## config.mk

```make
export PLATFORM = sky130hd
export DESIGN_NAME = memwb_queue
export DESIGN_NICKNAME = d
export VERILOG_FILES = /design/src/logic/mem_isa_pkg.sv /design/src/logic/mem_pipe_pkg.sv /design/src/logic/memwb_queue.sv
export SDC_FILE = /design/constraint.sdc
export NUM_CORES = 1
export LEC_CHECK = 0
export ABC_AREA = 1
export BUFFER_PORTS_ARGS = -buffer_cell sky130_fd_sc_hd__buf_2
export CAP_MARGIN = 25
export CORE_UTILIZATION = 40
export DETAILED_ROUTE_END_ITERATION = 16
export REMOVE_ABC_BUFFERS = 1
export SLEW_MARGIN = 0
export SYNTH_ARGS = -nofsm -noshare
export SYNTH_HDL_FRONTEND = slang
export SYNTH_SLANG_ARGS = --single-unit
```

## constraint.sdc

```tcl
create_clock -name clk -period 1.9 [get_ports clk]
set_input_delay 0.19 -clock clk [delete_from_list [all_inputs] [get_ports clk]]
set_output_delay 0.19 -clock clk [all_outputs]
set_load 0.05 [all_outputs]
```

## src/logic/mem_isa_pkg.sv

```systemverilog
package mem_isa_pkg;

    // Datapath and address width
    localparam int XLEN = 32;

    // Destination register index
    localparam int REG_ADDR_W = 5;

    // Data memory geometry
    // Four word interleaved banks
    localparam int NUM_BANKS = 4;
    localparam int BANK_SEL_W = 2;
    localparam int ROW_W = 6;
    localparam int BANK_ROWS = 64;

    // Byte address bit positions
    // Bits 1:0 are the byte offset and are ignored for whole word access
    localparam int BANK_LSB = 2;
    localparam int ROW_LSB = BANK_LSB + BANK_SEL_W;

    // Width of the operation kind field
    localparam int OP_W = 3;

    // What the memory stage does with an operation
    typedef enum logic [OP_W-1:0] {
        // Write back the ALU result
        ALU   = 3'd0,
        // Write back the immediate
        LUI   = 3'd1,
        // Write back the link address
        JAL   = 3'd2,
        // Write back the memory word
        LOAD  = 3'd3,
        // Memory write only, nothing for the register file
        STORE = 3'd4
    } mem_op_e;

endpackage

```

## src/logic/mem_pipe_pkg.sv

```systemverilog
package mem_pipe_pkg;

    import mem_isa_pkg::*;

    // Input queue from execute
    localparam int EXMEM_DEPTH = 2;
    localparam int EXMEM_PTR_W = $clog2(EXMEM_DEPTH);
    localparam int EXMEM_CNT_W = $clog2(EXMEM_DEPTH + 1);

    // Result queue toward writeback
    localparam int MEMWB_DEPTH = 4;
    localparam int MEMWB_PTR_W = $clog2(MEMWB_DEPTH);
    localparam int MEMWB_CNT_W = $clog2(MEMWB_DEPTH + 1);

    // Credits granted by writeback at reset
    localparam int WB_CREDITS = 4;
    localparam int WB_CRED_W = $clog2(WB_CREDITS + 1);

    // One operation handed over by execute
    typedef struct packed {
        mem_op_e               op;
        // Effective address for LOAD and STORE, result otherwise
        logic [XLEN-1:0]       alu_out;
        // Store operand from the register file
        logic [XLEN-1:0]       store_data;
        logic [XLEN-1:0]       imm;
        // PC+4 for JAL
        logic [XLEN-1:0]       pc_inc;
        logic [REG_ADDR_W-1:0] rd;
        // Take store data from writeback instead of store_data
        logic                  wb_forward;
    } exmem_t;

    // One finished result for writeback
    typedef struct packed {
        mem_op_e               op;
        logic [REG_ADDR_W-1:0] rd;
        // Zero for STORE
        logic [XLEN-1:0]       result;
    } memwb_t;

endpackage

```

## src/logic/memwb_queue.sv

```systemverilog
module memwb_queue import mem_pipe_pkg::*; (
    input  logic   clk,
    input  logic   rst,
    input  logic   res_valid,
    input  memwb_t res,
    output logic   room,
    output logic   out_valid,
    output memwb_t out_res,
    input  logic   out_credit
);

    // Result storage
    memwb_t mem [MEMWB_DEPTH];

    logic [MEMWB_PTR_W-1:0] wr_ptr;
    logic [MEMWB_PTR_W-1:0] rd_ptr;
    logic [MEMWB_CNT_W-1:0] count;

    // Writeback credits held
    logic [WB_CRED_W-1:0]   credits;

    // Stored entries plus the one result still in mem_access
    logic [MEMWB_CNT_W:0]   occupancy;

    logic push;
    logic send;

    assign push = res_valid;

    // A credit means writeback has a slot, so presenting is sending
    assign out_valid = (count != '0) && (credits != '0);
    assign send      = out_valid;
    assign out_res   = mem[rd_ptr];

    assign occupancy = {1'b0, count} + {{MEMWB_CNT_W{1'b0}}, res_valid};

    // Issue is allowed only if its result will still fit next cycle
    assign room = (occupancy < (MEMWB_CNT_W + 1)'(MEMWB_DEPTH));

    always_ff @(posedge clk) begin
        if (push) begin
            mem[wr_ptr] <= res;
        end
    end

    // Queue state
    always_ff @(posedge clk) begin
        if (rst) begin
            wr_ptr <= '0;
            rd_ptr <= '0;
            count  <= '0;
        end else begin
            if (push) begin
                wr_ptr <= wr_ptr + 1'b1;
            end
            if (send) begin
                rd_ptr <= rd_ptr + 1'b1;
            end
            case ({push, send})
                2'b10:   count <= count + 1'b1;
                2'b01:   count <= count - 1'b1;
                default: count <= count;
            endcase
        end
    end

    // Credit counter
    // Spend and return in one cycle cancel out
    always_ff @(posedge clk) begin
        if (rst) begin
            credits <= WB_CRED_W'(WB_CREDITS);
        end else begin
            case ({send, out_credit})
                2'b10:   credits <= credits - 1'b1;
                2'b01:   credits <= credits + 1'b1;
                default: credits <= credits;
            endcase
        end
    end

endmodule

```

* Word-level counts from Yosys, hierarchy flattened *
Memory sizes are Yosys's and may differ from the RTL's. A register that Yosys moved wholly into a read port is not among the register bits.
Index checks and enable logic that the tools add are counted.

storage, ports and cells
  logic and storage cells = 28
  bits in registers = 10
  RAM bits = 160
  memories = 1
  input port bits = 44
  output and inout port bits = 42

cells by class
  $add $sub $neg = 7
  mux-type cells = 6
  eq/ne operators = 4
  order comparisons = 1
  reduce and logical (&&, ||, !) cells = 5

memory list
  name  words  width  read ports  clocked after memory_dff  wr ports  RTL line           source
  mem   4      40     1           1                         1         memwb_queue.sv:13  memwb_t mem [MEMWB_DEPTH];

operators with widths
  kind                 count
  $pmux 3 s2           2
  $add 3x1->3 const B  2
  $reduce_bool 3->1    2
  $sub 3x1->3 const B  2
  $add 2x1->2 const B  2
  $add 3x1->4          1
  $eq 2x1->1 const B   2
  $eq 2x2->1 const B   2
  $lt 4x3->1 const B   1
  $mux 2               2
  $reduce_bool 2->1    2
  $mux 1               2
  $logic_and 1x1->1    1

* Depth between registers and ports, before layout *
Gate-level depths: netlist of the first run.

  depth after elaboration = 4
  depth in mapped cells = 13
  gate-level depth less buffers = 13

* Worst setup path after synthesis of the first run *
Ideal clock, no wire load.

  kind = reg2reg
  from = reg credits[0]
  to = reg count[2]
  setup time = 0.113 ns
  buffers on the path = 0
  slack = -0.110 ns
  arrival time = 1.897 ns
  required time = 1.787 ns
  cell stages (with the launch flop) = 14
  clock period less this slack = 2.010 ns
  cell sequence = dfxtp_1 nor2_1 nand2_1 nand2_1 inv_1 ha_1 inv_1 fa_1 inv_1 nand2_1 nand3_1 nand2_1 nand2_1 nor2_1

between the ends
  word-level cells in the longest chain between the ends = 4
  elaborated cells on any way between the ends = 6
  classes of those cells = eq/ne: 2; mux: 1; reduce/logical: 3

RTL lines
  what                                                    RTL line           source
  from (decl)                                             memwb_queue.sv:20  logic [WB_CRED_W-1:0] credits;
  from (signal assigned)                                  memwb_queue.sv:71  credits <= WB_CRED_W'(WB_CREDITS);
  from (signal assigned)                                  memwb_queue.sv:74  2'b10: credits <= credits - 1'b1;
  from (signal assigned)                                  memwb_queue.sv:75  2'b01: credits <= credits + 1'b1;
  $reduce_bool 3->1 *                                     memwb_queue.sv:31  assign out_valid = (count != '0) && (credits != '0);
  $logic_and 1x1->1 *                                     memwb_queue.sv:31
  via out_valid                                           memwb_queue.sv:7   output logic out_valid,
  $eq 2x1->1 / $eq 2x2->1 (equally long branches)         memwb_queue.sv:59  case ({push, send})
  $pmux 3 s2 / $reduce_bool 2->1 (equally long branches)  -
  to (signal assigned)                                    memwb_queue.sv:60  2'b10: count <= count + 1'b1;
  to (signal assigned)                                    memwb_queue.sv:61  2'b01: count <= count - 1'b1;
  to (signal assigned)                                    memwb_queue.sv:62  default: count <= count;
  to (decl)                                               memwb_queue.sv:17  logic [MEMWB_CNT_W-1:0] count;

The timed path passes the listed nets; every way through them passes the cells marked *.
A chain may end at the register's enable or synchronous reset.

==> flow_metrics.tcl, run 1 <==
set metrics [dict create \
    clock_skew_ps 12.5 \
    place_hpwl_um 7770 \
    rows 46 \
    grt_pass1_wl_um 21400 \
    drive_gt1_frac 0.243 \
    fin_setup_tns_ps 0 \
    syn2layout_area_growth_pct 27.5 \
    drt_pass1_iterations 4 \
    required_ps 1710 \
    final_nets 665 \
    final_core_util 0.529 \
    grtUsageTotal 0.163 \
    grt_start_max_net_pins 81 \
    design.core.area_um2 16100 \
    maxCapViolCount 0 \
    die_area_um2 17300 \
    drcViolationCount 0 \
    synth.area.top_cells "edfxtp_1 (72%), nor2_1 (5.1%), o22ai_1 (3.7%), dfxtp_1 (3.6%), o21ai_0 (3.4%)" \
    min_to "wr_ptr[0]" \
    grt_overflow_total 0 \
    vias 4155 \
    startpoint_type "flop" \
    synthCells 477 \
    ys_warn_count 0 \
    drv_slew 0 \
    final-hold-violation-count 0 \
    synthDistinctLibCells 20 \
    fmax_mhz 544 \
    min_period_ps 1840 \
    r2r-end "count[2]" \
    r2r-start "credits[0]" \
    start_util 0.415 \
    reg2reg_depth 13 \
    synthesis.area_um2 6690 \
    crit_fanout 31 \
    grt_setup_unrepaired "yes" \
    power_leakage_nw 3.12 \
    hold_path.class "in2reg" \
    min_from "res_valid" \
    diodes 0 \
    end_kind "output port" \
    synth.avg_cell_area_um2 14.0 \
    grt_pass1_vias 4146 \
    wl_per_cell_um 16.2 \
    whs_ps 166 \
    critPathKind "reg2out" \
    worst_slew_margin_rel 0.766 \
    min_period_over_period 0.968 \
    drt_iter0_drc 302 \
    io_buffer_count 85 \
    cts_tree "done" \
    htree_levels 4 \
    clockBufferDepth 2 \
    status "complete, no violations" \
    routed_wl_um 13700 \
    peakVddDrop_uv 908 \
    io_pins 86 \
    grt_antenna_before_repair 0 \
    power.density_nw_per_um2 1630 \
    cts.sinks 172 \
    clock_latency_ps 420 \
    die_w_um 131 \
    viasPerCell 4.93 \
    arrival_ps 1650 \
    netlist.area_leader.share 0.718 \
    finalSetupViolations 0 \
    worst-slew-pin-transition_ps 350 \
    cts_buffers 17 \
    ys_ff_latch 172 \
    r2r_slack_ps 130 \
    ys_seq_area_frac 0.754 \
    synth_top_area_cell "edfxtp_1" \
    cts-root-buf "clkbuf_16" \
    hold_depth 3 \
    final_antenna_net_count 0 \
    place.gp.congestion 0.733 \
    die_height_um 131 \
    clk_pin_slew_ps 60 \
]
## where the power goes
group / switching [mW] / leakage, nW / internal (mW) / total (mW)
clock network: 1.32 / 0.328 / 2.59 / 3.91
logic: 3.88 / 1.22 / 1.56 / 5.44
registers: 0.161 / 1.57 / 4.40 / 4.56
## what timing repair did
action                     in CTS  in global routing
buffers inserted                0                  2
resized for setup              32                 32
hold endpoints to repair      163                  0
hold buffers                   41                  0
pin swaps                       0                  3
setup endpoints to repair      40                 42
## cell type report
| cell class | count | area [um^2] |
|---|---|---|
| fillers | 1365 | 7580 |
| well taps | 216 | 270 |
| flip-flops and latches | 172 | 5050 |
| inverters | 24 | 106 |
| clock inverters | 13 | 245 |
| clock buffers | 19 | 433 |
| multi-input cells | 256 | 1320 |
| repair buffers | 142 | 1110 |
## synthesized netlist by cell type
cell type  count
o21ai_0       46
buf_2          8
nor2_1        91
buf_4          4
o31ai_1        1
o22ai_1       40
ha_1           6
nand3_1        4
dfxtp_1       12
buf_12         4
fa_1           2
o21ai_2        2
buf_8          4
a21oi_1        6
edfxtp_1     160
inv_1         23
nand2_1       20
inv_12         1
o21ai_1       38
buf_6          5
## worst max-delay path, stage by stage, from the launching register on
cell and delay, ps:
dfxtp_4 450, buf_12 200, o21ai_0 110, o22ai_1 160, buf_2 290
## flip-flops by register name (all words and copies together), names as in the netlist, named ones only
signal   cells
count        3
credits      3
mem        160
rd_ptr       2
wr_ptr       2
## cell families (layout without fill, tap and decap cells)
| family | count (synthesis) | in the layout | synth area share |
|---|---|---|---|
| buffers and inverters | 49 | 198 | 0.0552 |
| adder cells (fa/ha/maj) | 8 | 8 | 0.0172 |
| AND/OR/NAND/NOR | 115 | 115 | 0.0653 |
| AO/OA/AOI/OAI | 133 | 133 | 0.108 |
| flip-flops | 172 | 172 | 0.754 |
## worst max-delay path by stage
stage                              to  slack, ps
after floorplan            out_res[0]       -930
after global placement       count[2]        170
after detailed placement     count[2]         50
after CTS                  out_res[2]         -7
after global routing      out_res[10]        -30
final                      out_res[0]         60
## per-layer routing
metal / routed length (um) / part of all wire / GRT usage / vias to the layer above
met5: 0 / 0 / 0 / -
met4: 99 / 0.0072 / 0.0568 / 0
met3: 709 / 0.052 / 0.0517 / 8
met2: 6720 / 0.49 / 0.268 / 105
met1: 6130 / 0.45 / 0.204 / 2014
li1: - / - / - / 2028
## layout by cell type, fill, tap and decap left out, types with 3 or more instances in the layout
cell type	n
a21oi_1	6
buf_12	5
buf_2	57
buf_4	29
buf_6	3
bufinv_16	7
clkbuf_16	17
clkbuf_4	6
clkinv_2	3
dfxtp_1	8
dlygate4sd3_1	41
edfxtp_1	160
ha_1	5
inv_1	17
inv_2	6
nand2_1	18
nand3_1	4
nor2_1	91
o21ai_0	43
o21ai_1	41
o22ai_1	36
o22ai_2	4
## metrics by stage
| stage | cells | cell area [um^2] | total power [mW] | setup slack, ps |
|---|---|---|---|---|
| floorplan | 452 | 6420 | 8.18 | -929 |
| global placement | 767 | 7240 | 9.46 | 169 |
| detailed placement | 767 | 7240 | 9.55 | 48.5 |
| CTS | 840 | 8430 | 13.8 | -7.06 |
| global route | 842 | 8530 | 14.5 | -26.6 |
| finish | 842 | 8530 | 13.9 | 60.6 |
No activity file was read; power rests on OpenSTA's default activity.
==> inputs of run 2 (changes only) <==
- RECOVER_POWER: default -> 25
==> flow_metrics.tcl, run 2 (synthesis results as in run 1) <==
set metrics [dict create \
    cts.sinks 172 \
    die_w_um 131 \
    drt_pass1_iterations 4 \
    final-hold-violation-count 0 \
    diodes 0 \
    max_stage_delay_ps 450 \
    die_height_um 131 \
    htree_levels 4 \
    grt_pass1_wl_um 21400 \
    whs_ps 167 \
    use_met2 0.268 \
    clk_pin_slew_ps 60 \
    fin_cells 842 \
    path_depth 4 \
    final_cell_mix "edfxtp_1 (160), nor2_1 (91), o21ai_0 (43), o21ai_1 (41), dlygate4sd3_1 (41)" \
    grt_antenna_before_repair 0 \
    min_period_ps 1840 \
    clock_skew_ps 12.3 \
    worst-slew-pin-transition_ps 352 \
    drcViolationCount 0 \
    peakVddDrop_uv 908 \
    critPathBufInv 2 \
    totalPowerFinal_mw 13.9 \
    wl_per_cell_um 16.2 \
    grt_setup_unrepaired "yes" \
    fillers 1380 \
    drt_iter0_drc 286 \
    drv_slew 0 \
    power.density_nw_per_um2 1640 \
    drive_gt1_frac 0.203 \
    crit_end "out_res[0]" \
    met1_usage 0.204 \
    reg_top3 "mem (160), count (3), credits (3)" \
    syn2layout_area_growth_pct 27.0 \
    final_antenna_net_count 0 \
    r2r-start "credits[0]" \
    critPathKind "reg2out" \
    path_delay_family "buffers and inverters" \
    hold_path.class "in2reg" \
    design.core.area_um2 16100 \
    clockBufferDepth 2 \
    reg2reg_depth 13 \
    cts-root-buf "clkbuf_16" \
    grtUsageTotal 0.163 \
    clock_latency_ps 420 \
    place_hpwl_um 7770 \
    finalSetupViolations 0 \
    power_leakage_nw 3.05 \
    rows 46 \
    final_nets 665 \
    r2r_slack_ps 130 \
    fmax_mhz 544 \
    busiest_layer "met2" \
    startpoint_type "flop" \
    required_ps 1710 \
    crit_fanout 31 \
    maxCapViolCount 0 \
    r2r-end "count[2]" \
    grt_start_max_net_pins 81 \
    io_pins 86 \
    grt_pass1_vias 4146 \
    die_area_um2 17300 \
    largest_register_ffs 160 \
    crit_slowest_cell "dfxtp_4" \
    grt_overflow_total 0 \
    io_buffer_count 85 \
    arrival_ps 1650 \
    cts_buffers 17 \
    status "complete, no violations" \
    viasPerCell 4.94 \
    end_kind "output port" \
    largest_register "mem" \
    met3_usage 0.0517 \
    worst_slew_margin_rel 0.765 \
    routed_wl_um 13600 \
    cts_tree "done" \
    layout_commonest_cell "edfxtp_1" \
    placed_cells 767 \
    min_period_over_period 0.968 \
    vias 4161 \
    place.gp.congestion 0.733 \
    start_util 0.415 \
    min_from "res_valid" \
    path_cells "buf_12 -> o21ai_0 -> o22ai_1 -> buf_2" \
]
run 2: report_power, final:
| part | internal, mW | switching, mW | leakage (nW) |
|---|---|---|---|
| Sequential | 4.40 | 0.161 | 1.57 |
| Clock | 2.59 | 1.32 | 0.328 |
| Combinational | 1.56 | 3.88 | 1.15 |
run 2: final cells by class:
class / instances / area [um^2] / share of cell area
clock inverter: 13 / 245 / 0.0288
tap: 216 / 270 / 0.0318
timing repair buffer: 142 / 1080 / 0.127
sequential: 172 / 5050 / 0.595
inverter: 24 / 106 / 0.0125
clock buffer: 19 / 433 / 0.0509
multi-input combinational: 256 / 1320 / 0.155
run 2: per-layer routing:
metal,vias up,wire length [um],part of all wire
met5,-,0,0
met4,0,85,0.0062
met3,6,727,0.053
met2,104,6680,0.49
met1,2024,6140,0.45
li1,2027,-,-
run 2: worst min path at each step:
stage	end	slack, ps	depth (start not counted)
5_1_grt	wr_ptr[0]	190	3
6_report	wr_ptr[0]	170	3
3_5_place_dp	flop	400	2
3_3_place_gp	mem[3][5]	400	1
4_1_cts	wr_ptr[0]	150	3
2_1_floorplan	flop	270	1
run 2: tightest hold or removal path: stages:
cell and delay [ps]:
buf_2 120, inv_1 110, a21oi_1 130
run 2: metrics by stage:
| stage | TNS, ps | util | worst slack [ps] | cell area, um^2 |
|---|---|---|---|---|
| floorplan | -37270 | - | -929 | 6420 |
| global placement | 0 | 0.449 | 169 | 7240 |
| detailed placement | 0 | 0.449 | 48.5 | 7240 |
| CTS | -8.85 | 0.523 | -7.06 | 8430 |
| global route | -66.6 | 0.527 | -26.6 | 8500 |
| finish | 0 | 0.527 | 60.3 | 8500 |
run 2: timing repair:
| item | 4_1_cts | 5_1_grt |
|---|---|---|
| resized for setup | 32 | 32 |
| hold endpoints to repair | 163 | 0 |
| hold buffers | 41 | 0 |
| pin swaps | 0 | 3 |
| buffers inserted | 0 | 2 |
| setup endpoints to repair | 40 | 42 |
==> inputs of run 3 (changes only) <==
- clock period: 1.9 -> 1.78 ns (I/O delays scaled with it)
==> flow_metrics.tcl, run 3 (synthesis results as in run 1) <==
set metrics [dict create \
    design.core.area_um2 16100 \
    min_period_ps 1830 \
    cts_buffers 17 \
    diodes 0 \
    hold_path.class "in2reg" \
    clk_pin_slew_ps 60 \
    clock_skew_ps 5.44 \
    clockBufferDepth 2 \
    max_stage_delay_ps 400 \
    r2r-start "credits[1]" \
    start_util 0.415 \
    syn2layout_area_growth_pct 31.5 \
    io_pins 86 \
    clock_latency_ps 420 \
    viasPerCell 5.03 \
    swShare 0.402 \
    final-hold-violation-count 0 \
    finalSetupViolations 15 \
    place_hpwl_um 8150 \
    final_nets 682 \
    grt_pass1_wl_um 23600 \
    worst_slew_margin_rel 0.759 \
    hold_depth 3 \
    power.density_nw_per_um2 1730 \
    drcViolationCount 0 \
    fillers 1338 \
    wl_per_cell_um 17.6 \
    die_area_um2 17300 \
    grt_pass1_vias 4519 \
    reg2reg_depth 12 \
    final_cell_mix "edfxtp_1 (160), nor2_1 (87), o21ai_1 (52), buf_4 (47), dlygate4sd3_1 (41)" \
    grtUsageTotal 0.180 \
    grt_setup_unrepaired "yes" \
    p_int_mw 9.10 \
    placed_cells 771 \
    min_period_over_period 1.03 \
    path_cells "buf_12 -> buf_12 -> buf_6 -> o21ai_2 -> o22ai_1 -> buf_4" \
    clock_power_share 0.237 \
    cts.sinks 172 \
    crit_fanout 7 \
    post-place-ws_ps -41.4 \
    worst_slack_ps -47.4 \
    final_core_util 0.546 \
    maxCapViolCount 0 \
    seq_power_share 0.319 \
    peakVddDrop_uv 1000 \
    fin_cells 859 \
    arrival_ps 1650 \
    reg_top3 "mem (160), count (3), credits (3)" \
    crit_slowest_cell "dfxtp_4" \
    largest_register_ffs 160 \
    fmax_mhz 547 \
    place.gp.congestion 0.757 \
    fin_setup_tns_ps -330 \
    p_sw_mw 6.11 \
    end_kind "output port" \
    worst-slew-pin-transition_ps 361 \
    min_from "res_valid" \
    grt_start_max_net_pins 41 \
    largest_register "mem" \
    final_antenna_net_count 0 \
    grt_overflow_total 0 \
    drt_pass1_iterations 5 \
    required_ps 1600 \
    vias 4324 \
    drt_iter0_drc 251 \
    violations "setup timing" \
    crit_path_frequent_cell "buf_12" \
    routed_wl_um 15100 \
    drv_slew 0 \
    grt_antenna_before_repair 0 \
    layout_commonest_cell "edfxtp_1" \
    startpoint_type "flop" \
    cts-root-buf "clkbuf_16" \
    whs_ps 168 \
    cts_tree "done" \
    die_height_um 131 \
    r2r_slack_ps 20 \
    pwr-share-comb 0.444 \
    critPathKind "reg2out" \
    rows 46 \
    status "finished, violations left" \
    drive_gt1_frac 0.257 \
    die_w_um 131 \
    htree_levels 4 \
    io_buffer_count 85 \
    power_leakage_nw 3.17 \
]
## run 3: cell count changes in the layout (fill, tap and decap cells not counted), sizes merged
cell | previous run | this run
inv | 24 | 27
buf | 70 | 91
clkinv | 5 | 9
clkbuf | 50 | 43
bufinv | 7 | 3
## run 3: routing by layer
metal / vias to the layer above / wire length (um) / track usage
met3: 7 / 598 / 0.0432
met4: 0 / 123 / 0.0575
li1: 2056 / - / -
met5: - / 0 / 0
met1: 2165 / 6660 / 0.224
met2: 96 / 7700 / 0.311
## run 3: power by group through the flow
| stage | clock network (mW) | registers, mW | logic (mW) |
|---|---|---|---|
| global placement | 0 | 4.94 | 5.22 |
| CTS | 3.68 | 4.83 | 6.33 |
| detailed placement | 0 | 4.94 | 5.33 |
| global route | 3.85 | 4.88 | 7.16 |
| finish | 3.61 | 4.85 | 6.75 |
| floorplan | 0 | 5.02 | 3.70 |
## run 3: critical path, delay by kind of cell, from the launching register on
| kind | cells | cell delay (ps) |
|---|---|---|
| flip-flops | 1 | 400 |
| buffers and inverters | 4 | 630 |
| AO/OA/AOI/OAI | 2 | 200 |
## run 3: cell type report
cell class	count	area, um^2	area share
well taps	216	270	0.0307
multi-input cells	256	1390	0.158
repair buffers	156	1340	0.152
flip-flops and latches	172	5060	0.575
inverters	24	106	0.0121
clock inverters	13	150	0.0171
repair inverters	3	47.5	0.00540
clock buffers	19	433	0.0492
## run 3: path summary, 6_finish.rpt
kind,endpoint
max,out_res[0]
min,wr_ptr[1]
max reg2reg,count[2]
min reg2reg,credits[2]
## run 3: what timing repair did
item                       CTS  global route
pin swaps                    6            20
setup endpoints to repair   42            44
hold endpoints to repair   163             0
gates cloned                 3             2
hold buffers                41             0
gates resized for setup     75            55
setup buffers                7             5
## run 3: through the flow
stage	power (mW)	cell area (um^2)
global route	15.9	8800
floorplan	8.73	6420
CTS	14.8	8620
detailed placement	10.3	7320
global placement	10.2	7320
finish	15.2	8800
